<file path="config.mk">
export PLATFORM = sky130hd
export DESIGN_NAME = ex_stage_flat
export DESIGN_NICKNAME = d
export VERILOG_FILES = /design/src/rtl/lsu_pkg.sv /design/src/rtl/lsu_intf.sv /design/src/rtl/ex_stage.sv /design/src/flat_wrapper.sv
export SDC_FILE = /design/constraint.sdc
export NUM_CORES = 1
export LEC_CHECK = 0
export BUFFER_PORTS_ARGS = -buffer_cell sky130_fd_sc_hd__buf_4
export CAP_MARGIN = 5
export CORE_AREA = 2 2 126 128
export DETAILED_ROUTE_END_ITERATION = 10
export DIE_AREA = 0 0 128 130
export GPL_TIMING_DRIVEN = 1
export PLACE_DENSITY = 0.85
export SLEW_MARGIN = 25
export SYNTH_ARGS = -nofsm -noshare
export SYNTH_HDL_FRONTEND = slang
export SYNTH_SLANG_ARGS = --single-unit
</file>
<file path="constraint.sdc">
create_clock -name clk -period 18.48 [get_ports clk]
set_input_delay 0.924 -clock clk [delete_from_list [all_inputs] [get_ports clk]]
set_output_delay 0.924 -clock clk [all_outputs]
set_load 0.05 [all_outputs]
</file>
<file path="src/rtl/lsu_pkg.sv">
package lsu_pkg;

    typedef logic [31:0] word_t;
    typedef logic [31:0] vaddr_t;
    typedef logic [31:0] paddr_t;
    typedef logic [4:0]  reg_idx_t;
    typedef logic [2:0]  mem_op_t;
    typedef logic [18:0] vppn_t;     // vaddr[31:13]
    typedef logic [19:0] ppn_t;
    typedef logic [9:0]  asid_t;
    typedef logic [1:0]  plv_t;
    typedef logic [5:0]  ecode_t;
    typedef logic [5:0]  ps_t;       // page size as log2 of bytes
    typedef logic [1:0]  size_t;     // access size on the data bus

    // micro-op codes, loads first
    localparam mem_op_t OP_LD_B  = 3'd0;
    localparam mem_op_t OP_LD_BU = 3'd1;
    localparam mem_op_t OP_LD_H  = 3'd2;
    localparam mem_op_t OP_LD_HU = 3'd3;
    localparam mem_op_t OP_LD_W  = 3'd4;
    localparam mem_op_t OP_ST_B  = 3'd5;
    localparam mem_op_t OP_ST_H  = 3'd6;
    localparam mem_op_t OP_ST_W  = 3'd7;

    localparam ecode_t ECODE_ALE  = 6'h09;   // misaligned address
    localparam ecode_t ECODE_TLBR = 6'h3f;   // tlb refill
    localparam ecode_t ECODE_PIL  = 6'h01;   // page invalid on load
    localparam ecode_t ECODE_PIS  = 6'h02;   // page invalid on store
    localparam ecode_t ECODE_PPI  = 6'h07;   // privilege violation
    localparam ecode_t ECODE_PME  = 6'h04;   // page modify

    localparam ps_t PS_4K = 6'd12;
    localparam ps_t PS_4M = 6'd21;

    localparam size_t SIZE_B = 2'd0;
    localparam size_t SIZE_H = 2'd1;
    localparam size_t SIZE_W = 2'd2;

    localparam int TLB_ENTRIES = 16;
    localparam int TLB_IDX_W   = 4;

    localparam int DMEM_AW    = 8;             // word address bits
    localparam int DMEM_WORDS = 1 << DMEM_AW;

    // reset contents of the data ram, word i = i * step ^ xor
    localparam word_t DMEM_INIT_STEP = 32'h0101_0101;
    localparam word_t DMEM_INIT_XOR  = 32'ha5a5_a5a5;

    typedef enum logic [1:0] {
        MS_IDLE,
        MS_WAIT,
        MS_DRAIN
    } mem_state_t;

endpackage

</file>
<file path="src/rtl/lsu_intf.sv">
`timescale 1ns/1ns

interface ex_mem_if import lsu_pkg::*; ();
    logic     valid;
    logic     allowin;
    reg_idx_t rd;
    logic     rf_we;
    mem_op_t  load_op;
    logic [1:0] byte_off;
    logic     excep;
    ecode_t   ecode;
    vaddr_t   badv;
    logic     req_sent;      // op has a data request in flight

    modport ex (
        output valid, rd, rf_we, load_op, byte_off, excep, ecode, badv, req_sent,
        input  allowin
    );

    modport mem (
        input  valid, rd, rf_we, load_op, byte_off, excep, ecode, badv, req_sent,
        output allowin
    );
endinterface

interface dmem_if import lsu_pkg::*; ();
    logic   req;
    logic   wr;
    size_t  size;
    logic [3:0] wstrb;
    paddr_t addr;
    word_t  wdata;
    logic   addr_ok;
    logic   data_ok;
    word_t  rdata;

    modport master (
        output req, wr, size, wstrb, addr, wdata,
        input  addr_ok
    );

    modport resp (
        input data_ok, rdata
    );

    modport slave (
        input  req, wr, size, wstrb, addr, wdata,
        output addr_ok, data_ok, rdata
    );
endinterface

interface tlb_search_if import lsu_pkg::*; ();
    vppn_t vppn;
    asid_t asid;
    logic  found;
    ppn_t  ppn;
    ps_t   ps;
    plv_t  plv;
    logic  d;
    logic  v;

    modport ex (
        output vppn, asid,
        input  found, ppn, ps, plv, d, v
    );

    modport tlb (
        input  vppn, asid,
        output found, ppn, ps, plv, d, v
    );
endinterface

</file>
<file path="src/rtl/ex_stage.sv">
`timescale 1ns/1ns

module ex_stage import lsu_pkg::*; (
    input  logic     clk,
    input  logic     resetn,
    input  logic     flush,
    input  logic     in_valid,
    output logic     in_allowin,
    input  mem_op_t  in_op,
    input  word_t    in_base,
    input  word_t    in_offset,
    input  word_t    in_wdata,
    input  reg_idx_t in_rd,
    input  logic     crmd_pg,
    input  plv_t     crmd_plv,
    input  asid_t    asid,
    input  logic [3:0] dmw0_plv_mask,
    input  logic [2:0] dmw0_vseg,
    input  logic [2:0] dmw0_pseg,
    input  logic [3:0] dmw1_plv_mask,
    input  logic [2:0] dmw1_vseg,
    input  logic [2:0] dmw1_pseg,
    ex_mem_if.ex       em,
    dmem_if.master     dm,
    tlb_search_if.ex   ts
);

    logic     ex_valid;
    mem_op_t  ex_op;
    word_t    ex_base;
    word_t    ex_offset;
    word_t    ex_wdata;
    reg_idx_t ex_rd;

    vaddr_t   vaddr;
    paddr_t   paddr;
    size_t    size;
    logic     is_store;
    logic     hit_dmw0;
    logic     hit_dmw1;
    logic     use_tlb;
    logic     excep;
    ecode_t   ecode;
    logic     need_req;
    logic     ex_ready;
    logic [3:0] strb;

    always_ff @(posedge clk) begin
        if (!resetn || flush) begin
            ex_valid <= 1'b0;
        end else if (in_allowin) begin
            ex_valid <= in_valid;
        end
    end

    always_ff @(posedge clk) begin
        if (in_valid && in_allowin) begin
            ex_op     <= in_op;
            ex_base   <= in_base;
            ex_offset <= in_offset;
            ex_wdata  <= in_wdata;
            ex_rd     <= in_rd;
        end
    end

    assign vaddr    = ex_base + ex_offset;
    assign is_store = (ex_op == OP_ST_B) || (ex_op == OP_ST_H) || (ex_op == OP_ST_W);

    always_comb begin
        case (ex_op)
            OP_LD_B, OP_LD_BU, OP_ST_B: size = SIZE_B;
            OP_LD_H, OP_LD_HU, OP_ST_H: size = SIZE_H;
            default:                    size = SIZE_W;
        endcase
    end

    // direct-map windows, checked against the current privilege level
    assign hit_dmw0 = dmw0_plv_mask[crmd_plv] && (dmw0_vseg == vaddr[31:29]);
    assign hit_dmw1 = dmw1_plv_mask[crmd_plv] && (dmw1_vseg == vaddr[31:29]);
    assign use_tlb  = crmd_pg && !hit_dmw0 && !hit_dmw1;

    assign ts.vppn = vaddr[31:13];
    assign ts.asid = asid;

    always_comb begin
        if (!crmd_pg) begin
            paddr = vaddr;                               // direct translation
        end else if (hit_dmw0) begin
            paddr = {dmw0_pseg, vaddr[28:0]};
        end else if (hit_dmw1) begin
            paddr = {dmw1_pseg, vaddr[28:0]};
        end else if (ts.ps == PS_4M) begin
            paddr = {ts.ppn[19:9], vaddr[20:0]};
        end else begin
            paddr = {ts.ppn, vaddr[11:0]};
        end
    end

    // first match wins, ale highest
    always_comb begin
        excep = 1'b1;
        ecode = '0;
        if ((size == SIZE_H && vaddr[0]) || (size == SIZE_W && vaddr[1:0] != 2'b00)) begin
            ecode = ECODE_ALE;
        end else if (use_tlb && !ts.found) begin
            ecode = ECODE_TLBR;
        end else if (use_tlb && !ts.v) begin
            ecode = is_store ? ECODE_PIS : ECODE_PIL;
        end else if (use_tlb && (ts.plv < crmd_plv)) begin
            ecode = ECODE_PPI;
        end else if (use_tlb && is_store && !ts.d) begin
            ecode = ECODE_PME;
        end else begin
            excep = 1'b0;
        end
    end

    always_comb begin
        case (size)
            SIZE_B:  strb = 4'b0001 << paddr[1:0];
            SIZE_H:  strb = paddr[1] ? 4'b1100 : 4'b0011;
            default: strb = 4'b1111;
        endcase
    end

    // handshake toward memory and mem stage
    assign need_req   = ex_valid && !excep;
    assign dm.req     = need_req && !flush && em.allowin;
    assign ex_ready   = !need_req || (dm.req && dm.addr_ok);
    assign in_allowin = !ex_valid || (ex_ready && em.allowin);

    assign dm.wr    = is_store;
    assign dm.size  = size;
    assign dm.addr  = paddr;
    assign dm.wstrb = is_store ? strb : 4'b0000;

    always_comb begin
        case (size)
            SIZE_B:  dm.wdata = {4{ex_wdata[7:0]}};      // replicate across lanes
            SIZE_H:  dm.wdata = {2{ex_wdata[15:0]}};
            default: dm.wdata = ex_wdata;
        endcase
    end

    assign em.valid    = ex_valid && ex_ready && !flush;
    assign em.rd       = ex_rd;
    assign em.rf_we    = !is_store && !excep;
    assign em.load_op  = ex_op;
    assign em.byte_off = vaddr[1:0];
    assign em.excep    = excep;
    assign em.ecode    = ecode;
    assign em.badv     = vaddr;
    assign em.req_sent = !excep;

endmodule

</file>
<file path="src/flat_wrapper.sv">
// flat-port wrapper written by rule: the top's interface ports become plain ports
module ex_stage_flat import lsu_pkg::*;
  (clk, resetn, flush, in_valid, in_allowin, in_op, in_base, in_offset, in_wdata, in_rd, crmd_pg, crmd_plv, asid, dmw0_plv_mask, dmw0_vseg, dmw0_pseg, dmw1_plv_mask, dmw1_vseg, dmw1_pseg, em_valid, em_rd, em_rf_we, em_load_op, em_byte_off, em_excep, em_ecode, em_badv, em_req_sent, em_allowin, dm_req, dm_wr, dm_size, dm_wstrb, dm_addr, dm_wdata, dm_addr_ok, ts_vppn, ts_asid, ts_found, ts_ppn, ts_ps, ts_plv, ts_d, ts_v);
  ex_mem_if em_i ();
  dmem_if dm_i ();
  tlb_search_if ts_i ();
  input  logic clk;
  input  logic resetn;
  input  logic flush;
  input  logic in_valid;
  output logic in_allowin;
  input  mem_op_t in_op;
  input  word_t in_base;
  input  word_t in_offset;
  input  word_t in_wdata;
  input  reg_idx_t in_rd;
  input  logic crmd_pg;
  input  plv_t crmd_plv;
  input  asid_t asid;
  input  logic [3:0] dmw0_plv_mask;
  input  logic [2:0] dmw0_vseg;
  input  logic [2:0] dmw0_pseg;
  input  logic [3:0] dmw1_plv_mask;
  input  logic [2:0] dmw1_vseg;
  input  logic [2:0] dmw1_pseg;
  output wire logic [$bits(em_i.valid)-1:0] em_valid;
  output wire logic [$bits(em_i.rd)-1:0] em_rd;
  output wire logic [$bits(em_i.rf_we)-1:0] em_rf_we;
  output wire logic [$bits(em_i.load_op)-1:0] em_load_op;
  output wire logic [$bits(em_i.byte_off)-1:0] em_byte_off;
  output wire logic [$bits(em_i.excep)-1:0] em_excep;
  output wire logic [$bits(em_i.ecode)-1:0] em_ecode;
  output wire logic [$bits(em_i.badv)-1:0] em_badv;
  output wire logic [$bits(em_i.req_sent)-1:0] em_req_sent;
  input wire logic [$bits(em_i.allowin)-1:0] em_allowin;
  output wire logic [$bits(dm_i.req)-1:0] dm_req;
  output wire logic [$bits(dm_i.wr)-1:0] dm_wr;
  output wire logic [$bits(dm_i.size)-1:0] dm_size;
  output wire logic [$bits(dm_i.wstrb)-1:0] dm_wstrb;
  output wire logic [$bits(dm_i.addr)-1:0] dm_addr;
  output wire logic [$bits(dm_i.wdata)-1:0] dm_wdata;
  input wire logic [$bits(dm_i.addr_ok)-1:0] dm_addr_ok;
  output wire logic [$bits(ts_i.vppn)-1:0] ts_vppn;
  output wire logic [$bits(ts_i.asid)-1:0] ts_asid;
  input wire logic [$bits(ts_i.found)-1:0] ts_found;
  input wire logic [$bits(ts_i.ppn)-1:0] ts_ppn;
  input wire logic [$bits(ts_i.ps)-1:0] ts_ps;
  input wire logic [$bits(ts_i.plv)-1:0] ts_plv;
  input wire logic [$bits(ts_i.d)-1:0] ts_d;
  input wire logic [$bits(ts_i.v)-1:0] ts_v;
  assign em_valid = em_i.valid;
  assign em_rd = em_i.rd;
  assign em_rf_we = em_i.rf_we;
  assign em_load_op = em_i.load_op;
  assign em_byte_off = em_i.byte_off;
  assign em_excep = em_i.excep;
  assign em_ecode = em_i.ecode;
  assign em_badv = em_i.badv;
  assign em_req_sent = em_i.req_sent;
  assign em_i.allowin = em_allowin;
  assign dm_req = dm_i.req;
  assign dm_wr = dm_i.wr;
  assign dm_size = dm_i.size;
  assign dm_wstrb = dm_i.wstrb;
  assign dm_addr = dm_i.addr;
  assign dm_wdata = dm_i.wdata;
  assign dm_i.addr_ok = dm_addr_ok;
  assign ts_vppn = ts_i.vppn;
  assign ts_asid = ts_i.asid;
  assign ts_i.found = ts_found;
  assign ts_i.ppn = ts_ppn;
  assign ts_i.ps = ts_ps;
  assign ts_i.plv = ts_plv;
  assign ts_i.d = ts_d;
  assign ts_i.v = ts_v;
  ex_stage u_core (.clk(clk), .resetn(resetn), .flush(flush), .in_valid(in_valid), .in_allowin(in_allowin), .in_op(in_op), .in_base(in_base), .in_offset(in_offset), .in_wdata(in_wdata), .in_rd(in_rd), .crmd_pg(crmd_pg), .crmd_plv(crmd_plv), .asid(asid), .dmw0_plv_mask(dmw0_plv_mask), .dmw0_vseg(dmw0_vseg), .dmw0_pseg(dmw0_pseg), .dmw1_plv_mask(dmw1_plv_mask), .dmw1_vseg(dmw1_vseg), .dmw1_pseg(dmw1_pseg), .em(em_i), .dm(dm_i), .ts(ts_i));
endmodule
</file>
==> results.cfg <==
[cells_and_area]
final_cells = 982
final_util_pct = 57.0
drive_above_1_share_pct = 47.0
nNetsFinal = 993
fin_area_um2 = 8790
syn2layout_area_growth_pct = 39.2
n_antenna_cell = 0

[yosys]
yosysWarnings = 0
yosysMostFrequentCell = edfxtp_1
synth.yosys.seq_area_share_pct = 49.8
synthTopCellsByArea = edfxtp_1 49%, ha_1 6.3%, buf_4 6.2%, mux2_2 5.3%, xnor2_1 3.3%
syn_area_per_cell_um2 = 12.1
synth_top_area_share_pct = 49.4
synth_area_leader_cell = edfxtp_1
synthTopCellsByCount = 104 x edfxtp_1, 52 x buf_4, 36 x nand2_1
netlist_area_um2 = 6320
syn_inst = 523
ys_ff_latch = 105
synth_cell_types = 65
synth-async-reset-ratio_pct = 0
synth_flop_cell = edfxtp_1
synth_nets = 730
synth_edf_count = 104

[clock_network]
clock_path_buffers = 2
worstSkewPairLatency_ns = 0.35
cts.sink_count = 105
path_clk_slew_ns = 0.07
cts_setup_buffers = 0
cts_tree = built
cts_made_buffers = 9
cts_resized = 0
cts_hold_buf = 0
htree_levels = 3
cts-root-buf = clkbuf_16

[place]
portBuffers = 307
gp_congestion = 0.866
dpl_cell_area_um2 = 8490
dp_cells = 967
hpwl_um = 14800

[sta]
max-slew-margin-rel_pct = 50.2
tns_ns = 0
fin_crit_ns = 5.31
hold_viol = 0
holdWs_ns = 0.613
fin_crit_sh_pct = 28.7
max_freq_mhz = 188
setup_viol = 0
worstMarginPinSlew_ns = 0.740
report.final.slew_viol_count = 0
skew_ns = 0.0104
grt_setup_unrepaired = false

[drt]
viasPerCell = 5.22
drt-initial-drc-count = 194
detail-route-antenna-nets = 0
route.vias.total = 5124
routedWlPerCell_um = 18.9
drc_errors = 0
drtPass1Iterations = 6
wl_um = 18500

[power_and_ir_drop]
peakVddDrop_uv = 60.6
power_density_nw_per_um2 = 113
leakage_uw = 0.00386

[floorplan]
rows = 46
dieArea_um2 = 16600
chipHeight_um = 130
die_x_um = 128
fp.coreArea_um2 = 15400
initial_core_util_pct = 40.9
ios = 328

[worst_setup_path]
worst-setup-path-type = reg -> out
path_max_fanout = 11
cp-start-kind = flop
crit_path_max_incr_delay_ns = 0.42
cp.arrival_ns = 4.39
cp_slowest_cell = o31a_4
crit_required_ns = 17.56
critPathCaptureType = output pin
crit_chain = ha_1, a21o_1, a31o_2, o2111ai_1, nand2_1, a21oi_1, xor3_2, o31a_4, nand2_2, mux2_2, buf_4

[grt]
grt_pass1_wl_um = 26400
grt.overflow.total = 0
groute.usage.overall_pct = 21.1
grt_max_degree = 53
grt_antenna_before_repair = 0
grt_pass1_vias = 5091

[job]
drv_cap = 0

[worst_hold_path]
hp-class = reg -> reg

[status]
outcome = finished, final reports clean
==> flip-flops by register name, indices dropped and copies added, names as in the netlist <==
signal	cells
u_core.ex_wdata	32
u_core.ex_valid	1
u_core.em.rd	5
u_core.ex_offset	32
u_core.em.load_op	3
u_core.ex_base	32
==> layout by cell type (no fill, tap or decap), types with 13 or more instances in the layout <==
cell,count
ha_1,32
xnor2_1,24
o21ai_0,25
inv_1,14
mux2_2,30
a21o_1,13
nor2_1,18
buf_4,312
and2_1,13
edfxtp_1,104
nand2_1,36
a21oi_1,32
==> cell families (layout without fill, tap and decap cells) <==
kind of cell    Yosys count  count (layout)  synth area share [%]
xor+xnor                 37              37                  5.72
simple gates            113             113                  9.87
compound gates          127             127                  14.0
mux                      34              34                  6.40
fa+ha+maj                33              33                  6.66
buf+inv                  74             341                  7.61
flops                   105             105                  49.8
==> cell type report <==
class,instances,area [um2]
clock buffer,10,229
clock inverter,5,78.8
fill,1297,6630
inverter,14,52.6
multi-input combinational,344,2710
sequential,105,3140
tap,192,240
timing repair buffer,312,2340
==> worst max-delay path, delay by kind of cell, from the launching register on <==
kind	cells	cell delay [ns]
AO/OA/AOI/OAI	5	1.67
XOR/XNOR	1	0.40
adder cells (fa/ha/maj)	1	0.37
buffers and inverters	1	0.19
flip-flops	1	0.37
multiplexers	1	0.39
AND/OR/NAND/NOR	2	0.64
==> stage by stage <==
stage / power (uW) / worst slack, ns
2_1_floorplan: 669 / 9.44
3_3_place_gp: 788 / 13.64
3_5_place_dp: 794 / 13.56
4_1_cts: 999 / 13.16
5_1_grt: 1030 / 12.91
6_report: 991 / 13.17
==> power by group <==
| group | switching [uW] | total [uW] | internal, uW | leakage (uW) |
|---|---|---|---|---|
| Clock | 85.1 | 203 | 118 | 0.000153 |
| Sequential | 6.77 | 288 | 281 | 0.00102 |
| Combinational | 344 | 500 | 156 | 0.00269 |
==> final timing paths <==
kind | from | end | slack, ns | cells past startpoint
max | u_core.ex_offset[4] | dm_addr[24] | 13.17 | 11
min | u_core.ex_valid | u_core.ex_valid | 0.61 | 1
max reg2reg | u_core.ex_offset[4] | u_core.ex_base[30] | 14.17 | 11
min reg2reg | u_core.ex_valid | u_core.ex_valid | 0.61 | 1
==> metal layers <==
metal	global-route usage, %	wire (um)
met1	22.6	6700
met2	38.2	9560
met3	6.23	1570
met4	10.5	681
met5	0	0
No activity file was read; power rests on OpenSTA's default activity.
