`src/rtl/lsu_pkg.sv`:
```
package lsu_pkg;

    typedef logic [31:0] word_t;
    typedef logic [31:0] vaddr_t;
    typedef logic [31:0] paddr_t;
    typedef logic [4:0]  reg_idx_t;
    typedef logic [2:0]  mem_op_t;
    typedef logic [18:0] vppn_t;     // vaddr[31:13]
    typedef logic [19:0] ppn_t;
    typedef logic [9:0]  asid_t;
    typedef logic [1:0]  plv_t;
    typedef logic [5:0]  ecode_t;
    typedef logic [5:0]  ps_t;       // page size as log2 of bytes
    typedef logic [1:0]  size_t;     // access size on the data bus

    // micro-op codes, loads first
    localparam mem_op_t OP_LD_B  = 3'd0;
    localparam mem_op_t OP_LD_BU = 3'd1;
    localparam mem_op_t OP_LD_H  = 3'd2;
    localparam mem_op_t OP_LD_HU = 3'd3;
    localparam mem_op_t OP_LD_W  = 3'd4;
    localparam mem_op_t OP_ST_B  = 3'd5;
    localparam mem_op_t OP_ST_H  = 3'd6;
    localparam mem_op_t OP_ST_W  = 3'd7;

    localparam ecode_t ECODE_ALE  = 6'h09;   // misaligned address
    localparam ecode_t ECODE_TLBR = 6'h3f;   // tlb refill
    localparam ecode_t ECODE_PIL  = 6'h01;   // page invalid on load
    localparam ecode_t ECODE_PIS  = 6'h02;   // page invalid on store
    localparam ecode_t ECODE_PPI  = 6'h07;   // privilege violation
    localparam ecode_t ECODE_PME  = 6'h04;   // page modify

    localparam ps_t PS_4K = 6'd12;
    localparam ps_t PS_4M = 6'd21;

    localparam size_t SIZE_B = 2'd0;
    localparam size_t SIZE_H = 2'd1;
    localparam size_t SIZE_W = 2'd2;

    localparam int TLB_ENTRIES = 16;
    localparam int TLB_IDX_W   = 4;

    localparam int DMEM_AW    = 8;             // word address bits
    localparam int DMEM_WORDS = 1 << DMEM_AW;

    // reset contents of the data ram, word i = i * step ^ xor
    localparam word_t DMEM_INIT_STEP = 32'h0101_0101;
    localparam word_t DMEM_INIT_XOR  = 32'ha5a5_a5a5;

    typedef enum logic [1:0] {
        MS_IDLE,
        MS_WAIT,
        MS_DRAIN
    } mem_state_t;

endpackage

```
`src/rtl/lsu_intf.sv`:
```


interface tlb_search_if import lsu_pkg::*; ();
    vppn_t vppn;
    asid_t asid;
    logic  found;
    ppn_t  ppn;
    ps_t   ps;
    plv_t  plv;
    logic  d;
    logic  v;

    modport ex (
        output vppn, asid,
        input  found, ppn, ps, plv, d, v
    );

    modport tlb (
        input  vppn, asid,
        output found, ppn, ps, plv, d, v
    );
endinterface

```
`src/rtl/tlb.sv`:
```
`timescale 1ns/1ns

module tlb import lsu_pkg::*; (
    input  logic     clk,
    input  logic     resetn,
    input  logic     tlbwr_en,
    input  logic [TLB_IDX_W-1:0] tlbwr_index,
    input  vppn_t    tlbwr_vppn,
    input  asid_t    tlbwr_asid,
    input  ps_t      tlbwr_ps,
    input  ppn_t     tlbwr_ppn,
    input  plv_t     tlbwr_plv,
    input  logic     tlbwr_v,
    input  logic     tlbwr_d,
    tlb_search_if.tlb ts
);

    logic [TLB_ENTRIES-1:0] e_valid;
    vppn_t e_vppn [TLB_ENTRIES];
    asid_t e_asid [TLB_ENTRIES];
    ps_t   e_ps   [TLB_ENTRIES];
    ppn_t  e_ppn  [TLB_ENTRIES];
    plv_t  e_plv  [TLB_ENTRIES];
    logic [TLB_ENTRIES-1:0] e_v;
    logic [TLB_ENTRIES-1:0] e_d;

    logic [TLB_ENTRIES-1:0] match;
    logic [TLB_IDX_W-1:0]   hit_idx;

    always_ff @(posedge clk) begin
        if (!resetn) begin
            e_valid <= '0;
        end else if (tlbwr_en) begin
            e_valid[tlbwr_index] <= 1'b1;
        end
    end

    always_ff @(posedge clk) begin
        if (tlbwr_en) begin
            e_vppn[tlbwr_index] <= tlbwr_vppn;
            e_asid[tlbwr_index] <= tlbwr_asid;
            e_ps[tlbwr_index]   <= tlbwr_ps;
            e_ppn[tlbwr_index]  <= tlbwr_ppn;
            e_plv[tlbwr_index]  <= tlbwr_plv;
            e_v[tlbwr_index]    <= tlbwr_v;
            e_d[tlbwr_index]    <= tlbwr_d;
        end
    end

    // 4M pages compare only the upper vppn bits
    always_comb begin
        for (int i = 0; i < TLB_ENTRIES; i++) begin
            match[i] = e_valid[i] && (e_asid[i] == ts.asid) &&
                       ((e_ps[i] == PS_4M) ? (e_vppn[i][18:9] == ts.vppn[18:9])
                                           : (e_vppn[i] == ts.vppn));
        end
    end

    always_comb begin
        hit_idx = '0;
        for (int i = TLB_ENTRIES - 1; i >= 0; i--) begin
            if (match[i]) begin
                hit_idx = TLB_IDX_W'(i);                 // lowest index wins
            end
        end
    end

    assign ts.found = |match;
    assign ts.ppn   = e_ppn[hit_idx];
    assign ts.ps    = e_ps[hit_idx];
    assign ts.plv   = e_plv[hit_idx];
    assign ts.d     = e_d[hit_idx];
    assign ts.v     = e_v[hit_idx];

endmodule

```
`src/flat_wrapper.sv`:
```
// flat-port wrapper written by rule: the top's interface ports become plain ports
module tlb_flat import lsu_pkg::*;
  (clk, resetn, tlbwr_en, tlbwr_index, tlbwr_vppn, tlbwr_asid, tlbwr_ps, tlbwr_ppn, tlbwr_plv, tlbwr_v, tlbwr_d, ts_vppn, ts_asid, ts_found, ts_ppn, ts_ps, ts_plv, ts_d, ts_v);
  tlb_search_if ts_i ();
  input  logic clk;
  input  logic resetn;
  input  logic tlbwr_en;
  input  logic [TLB_IDX_W-1:0] tlbwr_index;
  input  vppn_t tlbwr_vppn;
  input  asid_t tlbwr_asid;
  input  ps_t tlbwr_ps;
  input  ppn_t tlbwr_ppn;
  input  plv_t tlbwr_plv;
  input  logic tlbwr_v;
  input  logic tlbwr_d;
  input wire logic [$bits(ts_i.vppn)-1:0] ts_vppn;
  input wire logic [$bits(ts_i.asid)-1:0] ts_asid;
  output wire logic [$bits(ts_i.found)-1:0] ts_found;
  output wire logic [$bits(ts_i.ppn)-1:0] ts_ppn;
  output wire logic [$bits(ts_i.ps)-1:0] ts_ps;
  output wire logic [$bits(ts_i.plv)-1:0] ts_plv;
  output wire logic [$bits(ts_i.d)-1:0] ts_d;
  output wire logic [$bits(ts_i.v)-1:0] ts_v;
  assign ts_i.vppn = ts_vppn;
  assign ts_i.asid = ts_asid;
  assign ts_found = ts_i.found;
  assign ts_ppn = ts_i.ppn;
  assign ts_ps = ts_i.ps;
  assign ts_plv = ts_i.plv;
  assign ts_d = ts_i.d;
  assign ts_v = ts_i.v;
  tlb u_core (.clk(clk), .resetn(resetn), .tlbwr_en(tlbwr_en), .tlbwr_index(tlbwr_index), .tlbwr_vppn(tlbwr_vppn), .tlbwr_asid(tlbwr_asid), .tlbwr_ps(tlbwr_ps), .tlbwr_ppn(tlbwr_ppn), .tlbwr_plv(tlbwr_plv), .tlbwr_v(tlbwr_v), .tlbwr_d(tlbwr_d), .ts(ts_i));
endmodule
```
`config.mk`:
```
export PLATFORM = sky130hd
export DESIGN_NAME = tlb_flat
export DESIGN_NICKNAME = d
export VERILOG_FILES = /design/src/rtl/lsu_pkg.sv /design/src/rtl/lsu_intf.sv /design/src/rtl/tlb.sv /design/src/flat_wrapper.sv
export SDC_FILE = /design/constraint.sdc
export NUM_CORES = 1
export LEC_CHECK = 0
export BUFFER_PORTS_ARGS = -buffer_cell sky130_fd_sc_hd__buf_2
export CAP_MARGIN = 20
export CORE_UTILIZATION = 25
export CTS_BUF_LIST = sky130_fd_sc_hd__clkbuf_4 sky130_fd_sc_hd__clkbuf_8
export DETAILED_ROUTE_END_ITERATION = 10
export SYNTH_ARGS = -nofsm -noshare
export SYNTH_HDL_FRONTEND = slang
export SYNTH_SLANG_ARGS = --single-unit
```
`constraint.sdc`:
```
create_clock -name clk -period 9.4 [get_ports clk]
set_input_delay 0.94 -clock clk [delete_from_list [all_inputs] [get_ports clk]]
set_output_delay 0.94 -clock clk [all_outputs]
set_load 0.02 [all_outputs]
```
==> results of run 1 <==
## how the worst max path moves through the flow
stage / start / end / slack, ps
finish: u_core.e_ps[6][5] / ts_ps[0] / 1830
floorplan: tlbwr_index[3] / u_core.e_asid[0][0] / 3330
detailed placement: ts_vppn[3] / ts_ps[0] / 2090
CTS: u_core.e_ps[6][3] / ts_ps[0] / 1840
global route: u_core.e_ps[6][3] / ts_ps[5] / 1680
global placement: ts_vppn[3] / ts_ps[5] / 2020
## cell usage after synthesis, drive strengths merged, types with 2 or more instances
master / instances / area share [%]
nand4bb: 6 / 0.17
buf: 99 / 1.5
or4bb: 9 / 0.25
nand2b: 2 / 0.031
nand4: 55 / 0.85
and2: 5 / 0.077
o31ai: 30 / 0.56
mux2i: 120 / 3.0
nand2: 64 / 0.59
nor4: 171 / 2.6
edfxtp: 944 / 70
xnor2: 81 / 1.8
or4b: 2 / 0.050
or3b: 8 / 0.17
inv: 3 / 0.028
a31oi: 23 / 0.36
a211oi: 31 / 0.76
mux2: 60 / 1.7
dfxtp: 16 / 0.79
nor2: 109 / 1.0
clkbuf: 40 / 0.37
or4: 23 / 0.45
nand4b: 15 / 0.33
a21oi: 49 / 0.61
o21ai: 2 / 0.025
o21a: 16 / 0.30
nor2b: 5 / 0.077
o22ai: 30 / 0.46
nor4b: 7 / 0.15
or3: 2 / 0.031
nor3: 99 / 1.2
nand3b: 4 / 0.074
nor3b: 16 / 0.30
xor2: 384 / 8.3
nand3: 38 / 0.47
## worst max-delay path, stage by stage, from the launching register on
cell and delay (ps):
edfxtp_1 390, or4bb_1 500, nor3b_1 720, a31oi_1 320
or4_1 770, o2111ai_1 250, o31a_2 890, buf_4 360
nor4_1 80, a31oi_1 210, nand4_1 140, o31ai_1 810
buf_2 310
## sequential cells by signal, indices dropped and copies added, names as in the netlist
signal          flops
u_core.e_ppn      320
u_core.e_vppn     304
u_core.e_asid     160
u_core.e_ps        96
u_core.e_plv       32
u_core.e_d         16
u_core.e_v         16
u_core.e_valid     16
## final cells by class
class,instances,area [µm²],share of cell area [%]
Sequential cell,960,28670,61.35
Multi-Input combinational cell,1477,11100,23.76
Clock buffer,232,2799,5.990
Tap cell,2160,2703,5.783
Timing Repair Buffer,166,1028,2.201
Clock inverter,56,411.6,0.8809
Inverter,3,11.26,0.02410
Antenna cell,3,7.507,0.01607
## layer usage
layer / share of wire, % / GRT usage, % / vias to the layer above / wire length, µm
met1: 42 / 17.97 / 11768 / 48900
met5: 0.13 / 0 / - / 147
met2: 48 / 23.38 / 905 / 56450
met4: 3.2 / 5.011 / 24 / 3723
met3: 6.3 / 2.679 / 255 / 7385
li1: - / - / 10376 / -
## cell families after synthesis
| kind of cell | synth area share, % |
|---|---|
| mux | 4.722 |
| simple gates | 9.039 |
| flops | 71.00 |
| xor+xnor | 10.09 |
| compound gates | 3.257 |
| buf+inv | 1.899 |
## power groups by stage
stage / clock network, W / registers, W / logic, W
detailed placement: 0 / 0.00491 / 0.000412
CTS: 0.00379 / 0.00482 / 0.000414
global placement: 0 / 0.00491 / 0.000408
global route: 0.00396 / 0.00483 / 0.000438
finish: 0.00371 / 0.00482 / 0.000411
floorplan: 0 / 0.00491 / 0.000218
## stage by stage
stage,util (%),power (W)
5_1_grt,29.14,0.009227
6_report,29.14,0.008942
4_1_cts,29.12,0.009026
3_3_place_gp,27.08,0.005314
2_1_floorplan,-,0.005125
3_5_place_dp,27.12,0.005320
==> flow_summary.json, run 1 <==
{
  "outcome": "finished with violations",
  "failing_checks": "DRC",
  "largest_net_degree_at_the_start_of_global_routing": 77,
  "preCtsSetupSlack_ps": 2085,
  "max_clock_freq_ghz": 0.1321,
  "clock_tree_from_tritoncts": "done",
  "clockRootBuffer": "clkbuf_8",
  "hold_end": "u_core.e_plv[12][0]",
  "cts_made_buffers": 164,
  "route.detailed.drc": 4,
  "irDropWorstVdd_mv": 0.1088,
  "drt.antenna.violating_nets": 0,
  "cp.arrival_ps": 6630,
  "fill_cells": 16118,
  "holdCritStartpoint": "tlbwr_plv[0]",
  "switching_share_pct": 22.97,
  "initial_utilization_pct": 25.18,
  "die-area_um2": 163100,
  "route.detailed.vias_per_inst": 4.613,
  "synthesis.yosys.warnings": 0,
  "design_area_um2": 46730,
  "grt_pass1_wl_um": 164600,
  "power_frac_clock_pct": 41.5,
  "cp.required_ps": 8460,
  "worst-r2r-cell-count": 1,
  "post-route-period-util_pct": 80.51,
  "worstHoldPathType": "input pin to flip-flop",
  "worstReg2RegEnd": "u_core.e_valid[10]",
  "post_dp_cell_area_um2": 43490,
  "p_switching_w": 0.002054,
  "worst_skew_pair.late_latency_ps": 840,
  "rows": 147,
  "route.detailed.wl_per_inst_um": 23.06,
  "dp.cells": 4765,
  "endpoint_kind": "output port",
  "setup_ws_ps": 1832,
  "grt.total_usage_pct": 13.99,
  "finalHoldWorstSlack_ps": 477.0,
  "layout.cells.most_common": "edfxtp_1",
  "layoutNonFillerInstCount": 5057,
  "report.final.hold_viol_count": 0,
  "seq_area_frac_synth_pct": 71.00,
  "unrepaired_setup_endpoints_after_global_routing": "false",
  "grt_overflow_total": 0,
  "async_reset_ff_share_pct": 0,
  "worst_setup_path_type": "flip-flop to output port",
  "r2r_setup_slack_ps": 8760,
  "timing_worst_slew_pin_value_ps": 1114,
  "cts_num_sinks": 960,
  "synth-seq-cells": 960,
  "cts.htree.levels": 4,
  "areaGrowthSynthToFinish_pct": 15.73,
  "intPower_w": 0.006889,
  "cap_violations": 0,
  "final_count_of_pins_violating_max_slew": 0,
  "top_level_ports": 126,
  "power_per_cell_area_nw_per_um2": 191.4,
  "post-cts-setup-buffer-count": 0,
  "slew_headroom_pct": 25.73,
  "globalplace.congestion": 0.8510,
  "fin_crit_ps": 7568,
  "clk_pin_slew_worst_paths_ps": 60,
  "critical_path_peak_fanout": 37,
  "static-leakage-power_nw": 15.54,
  "drt_iter0_drc": 2105,
  "synth_edf_count": 944,
  "design.core.area_um2": 160400,
  "clock_buffer_depth": 3,
  "design.final.nets": 2867,
  "reg2reg_from": "u_core.e_valid[10]",
  "grt_pass1_vias": 23005,
  "p_seq_share_pct": 53.9,
  "grt_antenna_before_repair": 38,
  "startpoint_type": "flip-flop",
  "syn-mean-instance-area_um2": 15.66,
  "fp.dieH_um": 403.9,
  "dr.pass1.iters": 8,
  "cts_repair_resize_count": 0,
  "port_buffers": 125,
  "route.vias.total": 23328,
  "finalSetupTns_ps": 0,
  "setup_viol_count_final": 0,
  "synth.distinct_cells": 53,
  "syn-cell-area_um2": 40380,
  "drive_above_1_share_pct": 17.86,
  "detailed_route_wl_um": 116600,
  "mostFrequentLayoutCells": "944 x edfxtp_1, 384 x xor2_1, 171 x nor4_1",
  "min_delay_path_depth": 1,
  "syn-num-nets": 2674,
  "postCtsHoldBufs": 0,
  "number_of_standard_cells_after_synthesis": 2579,
  "die_w_um": 403.9,
  "dpl.hpwl_um": 68950,
  "synth_top_flop_cell": "edfxtp_1",
  "share_comb_of_total_power_pct": 4.6,
  "clock-skew-final_ps": 0
}
Note: power is estimated with default switching activity, not from simulation.
==> inputs of run 2 (changes only) <==
Clock period 9.4 ns to 6.3 ns, I/O delays scaled along.
==> run 2 against run 1 <==
Against the previous run:
- the run still ends with DRC left
- register-to-register slack worse by 3100 ps
- clock-buffer cell count fell by 23
- final area is 0.94% higher
- die area did not move
- setup slack got worse by 1600 ps
- combinational power grew 56%
- clock power increased by 43%
- first-iteration DRC count grew 7.7%
- flip-flop and latch count unchanged
- largest power group unchanged
==> flow_summary.json, run 2 (synthesized netlist as in run 1, its figures left out) <==
{
  "cp.arrival_ps": 5400,
  "worstReg2RegEnd": "u_core.e_valid[11]",
  "static-leakage-power_nw": 15.82,
  "fin_crit_ps": 6030,
  "clock-skew-final_ps": 0,
  "route.detailed.drc": 4,
  "detailed_route_wl_um": 119200,
  "cts.htree.levels": 4,
  "dpl.hpwl_um": 72270,
  "worst_skew_pair.late_latency_ps": 810,
  "r2r_setup_slack_ps": 5690,
  "path_cells": "xor2_1 -> nor4_1 -> a31oi_1 -> or4_1 -> and2_1 -> a311oi_2 -> or2_4 -> buf_4 -> nor3_1 -> a21oi_1 -> nand3_1 -> o31ai_1 -> buf_2",
  "worst_setup_path_type": "flip-flop to output port",
  "top_register": "u_core.e_ppn",
  "post-cts-setup-buffer-count": 0,
  "route.detailed.vias_per_inst": 4.629,
  "grt.total_usage_pct": 14.29,
  "crit_path_top_delay_cell": "or4_1",
  "largest_registers": "u_core.e_ppn (320), u_core.e_vppn (304), u_core.e_asid (160)",
  "die-area_um2": 163100,
  "met2_wirelength_um": 57590,
  "max_clock_freq_ghz": 0.1658,
  "rows": 147,
  "post_dp_cell_area_um2": 44120,
  "mostFrequentLayoutCells": "944 x edfxtp_1, 384 x xor2_1, 171 x nor4_1",
  "reg2reg_from": "u_core.e_valid[11]",
  "clock_tree_from_tritoncts": "done",
  "grt_antenna_before_repair": 52,
  "unrepaired_setup_endpoints_after_global_routing": "false",
  "grt_overflow_total": 0,
  "power_per_cell_area_nw_per_um2": 278.4,
  "cts_num_sinks": 960,
  "globalplace.congestion": 0.8400,
  "highest_layer": "met5",
  "dr.pass1.iters": 8,
  "startpoint_type": "flip-flop",
  "grt_pass1_vias": 23322,
  "cap_violations": 0,
  "die_w_um": 403.9,
  "failing_checks": "DRC",
  "port_buffers": 125,
  "route.detailed.wl_per_inst_um": 23.30,
  "holdCritStartpoint": "tlbwr_plv[0]",
  "drive_above_1_share_pct": 19.36,
  "crit_path_max_incr_delay_ps": 660,
  "m1WireLength_um": 49620,
  "p_seq_share_pct": 54.8,
  "initial_utilization_pct": 25.18,
  "design.core.area_um2": 160400,
  "drt.antenna.violating_nets": 0,
  "drt_iter0_drc": 2268,
  "outcome": "finished with violations",
  "intPower_w": 0.01011,
  "post-route-period-util_pct": 95.72,
  "areaGrowthSynthToFinish_pct": 16.82,
  "clockRootBuffer": "clkbuf_8",
  "switching_share_pct": 23.03,
  "endpoint_kind": "output port",
  "setup_ws_ps": 269.7,
  "route.vias.total": 23684,
  "design_area_um2": 47170,
  "clock_buffer_depth": 3,
  "finalHoldWorstSlack_ps": 157.2,
  "setup_viol_count_final": 0,
  "finalSetupTns_ps": 0,
  "preCtsSetupSlack_ps": 389.4,
  "clk_pin_slew_worst_paths_ps": 60,
  "cts_made_buffers": 158,
  "irDropWorstVdd_mv": 0.1886,
  "share_comb_of_total_power_pct": 4.9,
  "largest_net_degree_at_the_start_of_global_routing": 61,
  "design.final.nets": 2930,
  "routed-wl-met3_um": 8006,
  "power_frac_clock_pct": 40.4,
  "p_switching_w": 0.003025,
  "timing_worst_slew_pin_value_ps": 1178,
  "cp.required_ps": 5670,
  "grt_pass1_wl_um": 166600,
  "layout.cells.most_common": "edfxtp_1",
  "min_delay_path_depth": 1,
  "worst-r2r-cell-count": 1,
  "postCtsHoldBufs": 0,
  "flip_flop_count_of_the_largest_register_all_copies_and_words_added": 320,
  "final_count_of_pins_violating_max_slew": 0,
  "top_level_ports": 126,
  "fp.dieH_um": 403.9,
  "critical_path_peak_fanout": 27,
  "fin_util_pct": 29.41,
  "report.final.hold_viol_count": 0,
  "slew_headroom_pct": 21.45,
  "worstHoldPathType": "input pin to flip-flop",
  "hold_end": "u_core.e_plv[13][0]"
}
==> run 2: cell types whose count changed in the layout (fill, tap and decap cells not counted), moves of 6 or more <==
cell      change
buf_4        +63
clkbuf_4     -17
buf_12        +6
clkbuf_8      -6
clkinv_1      +6
==> run 2: timing repair <==
| action | CTS | global route |
|---|---|---|
| endpoints found under the hold margin | 0 | 0 |
| setup endpoints to repair | 0 | 7 |
| resized for setup | 0 | 5 |
==> run 2: how the worst max path moves through the flow <==
stage | endpoint | cells past startpoint | slack, ps | start
after floorplan | u_core.e_asid[0][0] | 2 | 540 | tlbwr_index[3]
after global placement | ts_ppn[2] | 16 | 430 | ts_vppn[1]
after detailed placement | ts_ppn[2] | 16 | 390 | ts_vppn[1]
after CTS | ts_ppn[2] | 14 | 40 | u_core.e_ps[10][5]
after global routing | ts_ppn[19] | 11 | 30 | u_core.e_ps[5][3]
final | ts_ppn[19] | 13 | 270 | u_core.e_vppn[9][8]
==> run 2: metrics by stage <==
step	instances	power [W]
floorplan	2579	0.007647
global placement	4832	0.007952
detailed placement	4835	0.007965
CTS	5109	0.01325
global route	5113	0.01357
finish	5116	0.01313
==> run 2: final cells by class <==
class	instances	area, µm²
Fill cell	16063	113200
Sequential cell	960	28670
Multi-Input combinational cell	1477	11130
Tap cell	2160	2703
Clock buffer	209	2589
Timing Repair Buffer	235	1634
Clock inverter	65	420.4
Antenna cell	7	17.52
Inverter	3	11.26
==> run 2: power by group through the flow <==
| stage | combinational, W | clock [W] | sequential (W) |
|---|---|---|---|
| after floorplan | 0.000325 | 0 | 0.00732 |
| after global placement | 0.000633 | 0 | 0.00732 |
| after detailed placement | 0.000642 | 0 | 0.00732 |
| after CTS | 0.000644 | 0.00541 | 0.00719 |
| after global routing | 0.000683 | 0.00568 | 0.00720 |
| final | 0.000641 | 0.00530 | 0.00719 |
==> run 2: layer usage <==
layer  vias to the layer above  global-route usage, %
li1                      10502                      -
met1                     11970                  18.20
met2                       911                  23.94
met3                       275                  3.015
met4                        26                  4.878
met5                         -                      0
==> run 2: critical path: cells and delay by family (launching register included) <==
kind,cells,cell delay [ps]
and+or+nand+nor,6,2140
AOI/OAI and AO/OA,4,1280
buffers and inverters,2,610
DFF,1,380
xor gates and xnor gates,1,150
==> inputs of run 3 (changes only) <==
Settings changed: CORE_UTILIZATION 25 to 58, PLACE_DENSITY from default to 0.78.
==> run 3 against run 2 <==
Against the previous run:
- the flow now finishes without violations
- critical path type unchanged
- clock power is 4.9% lower
- via count is 1.5% higher
- power is 2.1% lower
==> flow_summary.json, run 3 (synthesized netlist as in run 1, its figures left out) <==
{
  "design.core.area_um2": 68710,
  "cts_num_sinks": 960,
  "layout.cells.most_common": "edfxtp_1",
  "design.final.nets": 2896,
  "die_w_um": 265.9,
  "post-route-period-util_pct": 97.61,
  "areaGrowthSynthToFinish_pct": 12.17,
  "finalSetupTns_ps": 0,
  "outcome": "completed",
  "worst_setup_path_type": "flip-flop to output port",
  "clock_tree_from_tritoncts": "done",
  "largest_registers": "u_core.e_ppn (320), u_core.e_vppn (304), u_core.e_asid (160)",
  "dr.pass1.iters": 6,
  "port_buffers": 125,
  "initial_utilization_pct": 58.77,
  "cap_violations": 0,
  "largest_net_degree_at_the_start_of_global_routing": 61,
  "static-leakage-power_nw": 15.63,
  "route.detailed.vias_per_inst": 6.255,
  "cts.htree.levels": 4,
  "preCtsSetupSlack_ps": 506.8,
  "critical_path_cell_count": 13,
  "grt_overflow_total": 0,
  "crit_path_max_incr_delay_ps": 660,
  "irDropWorstVdd_mv": 0.1503,
  "fin_crit_ps": 6149,
  "top_level_ports": 126,
  "grt_pass1_wl_um": 153500,
  "path_delay_family": "simple AND/OR/NAND/NOR gates",
  "rows": 96,
  "path_cells": "nand4bb_1 -> nor3b_1 -> a31oi_1 -> or4_1 -> and2_1 -> a311oi_2 -> or2_4 -> buf_4 -> nor3_1 -> a21oi_1 -> nand3_1 -> o31ai_1 -> buf_2",
  "worstHoldPathType": "input pin to flip-flop",
  "setup_ws_ps": 150.6,
  "slew_headroom_pct": 22.50,
  "grt_antenna_before_repair": 3,
  "cp.arrival_ps": 5520,
  "path_buf_inv": 2,
  "final_count_of_pins_violating_max_slew": 0,
  "min_delay_path_depth": 1,
  "drt_iter0_drc": 3112,
  "setup_viol_count_final": 0,
  "timing_worst_slew_pin_value_ps": 1157,
  "critical_path_peak_fanout": 37,
  "route.detailed.wl_per_inst_um": 27.38,
  "globalplace.congestion": 0.9455,
  "grt.total_usage_pct": 30.06,
  "flip_flop_count_of_the_largest_register_all_copies_and_words_added": 320,
  "endpoint_kind": "output port",
  "drt.antenna.violating_nets": 0,
  "worst-r2r-cell-count": 1,
  "clock_buffer_depth": 3,
  "cp.required_ps": 5670,
  "report.final.hold_viol_count": 0,
  "max_clock_freq_ghz": 0.1626,
  "clockRootBuffer": "clkbuf_8",
  "clock-skew-final_ps": 0,
  "fp.dieH_um": 265.9,
  "worst_skew_pair.late_latency_ps": 800,
  "route.vias.total": 24051,
  "grt_pass1_vias": 24349,
  "clk_pin_slew_worst_paths_ps": 60,
  "dpl.hpwl_um": 62360,
  "route.detailed.drc": 0,
  "crit_path_top_delay_cell": "or4_1",
  "mostFrequentLayoutCells": "944 x edfxtp_1, 384 x xor2_1, 171 x nor4_1",
  "power_per_cell_area_nw_per_um2": 284.0,
  "detailed_route_wl_um": 105300,
  "die-area_um2": 70680,
  "unrepaired_setup_endpoints_after_global_routing": "false",
  "drive_above_1_share_pct": 18.37,
  "cts_made_buffers": 147,
  "top_register": "u_core.e_ppn",
  "startpoint_type": "flip-flop"
}
## run 3: cell count changes in the layout (fill, tap and decap cells not counted), moves of 3 or more
| cell | before | now |
|---|---|---|
| nor3b_1 | 11 | 14 |
| clkbuf_8 | 163 | 152 |
| nor3b_2 | 5 | 2 |
| inv_8 | 7 | 2 |
| clkinv_2 | 14 | 20 |
| clkinv_1 | 32 | 28 |
| diode_2 | 7 | 2 |
| buf_4 | 96 | 72 |
## run 3: path summary, 6_finish.rpt
path                      from  slack [ps]            endpoint
max          u_core.e_ps[8][5]         150          ts_ppn[16]
min               tlbwr_ppn[9]         180  u_core.e_ppn[9][9]
max reg2reg  u_core.e_valid[1]        5660   u_core.e_valid[1]
min reg2reg  u_core.e_valid[8]         490   u_core.e_valid[8]
## run 3: per-stage QoR
stage,instances,instance area (µm²),hold slack [ps],total power [W],utilization (%)
floorplan,2579,40380,454.7,0.007647,-
global placement,3582,42390,461.8,0.007909,61.70
detailed placement,3582,42390,471.9,0.007931,61.70
CTS,3842,45240,123.1,0.01290,65.85
global route,3844,45290,169.9,0.01321,65.92
finish,3845,45290,184.5,0.01286,65.92
## run 3: layout make-up
| class | count | area [µm²] |
|---|---|---|
| flip-flops and latches | 960 | 28670 |
| clock buffers | 197 | 2430 |
| fillers | 4665 | 23420 |
| repair buffers | 212 | 1466 |
| diodes | 2 | 5.005 |
| well taps | 931 | 1165 |
| multi-input cells | 1477 | 11120 |
| inverters | 3 | 11.26 |
| clock inverters | 63 | 424.2 |
## run 3: report_power, final
| group | switching, W | total [W] | internal, W |
|---|---|---|---|
| clock | 0.00239 | 0.00504 | 0.00265 |
| combinational | 0.000451 | 0.000622 | 0.000171 |
| sequential | 0.0000442 | 0.00719 | 0.00715 |
## run 3: timing repair
action / CTS / global route
setup buffers: 0 / 0
endpoints found under the setup margin: 0 / 3
resized for setup: 0 / 4
hold buffers: 0 / 0
## run 3: layer usage
metal / part of all wire [%] / GRT usage (%) / vias to the layer above
met2: 49 / 49.69 / 1386
li1: - / - / 10411
met5: 0 / 0 / -
met4: 5.1 / 16.03 / 0
met1: 37 / 37.91 / 11925
met3: 8.7 / 5.527 / 329
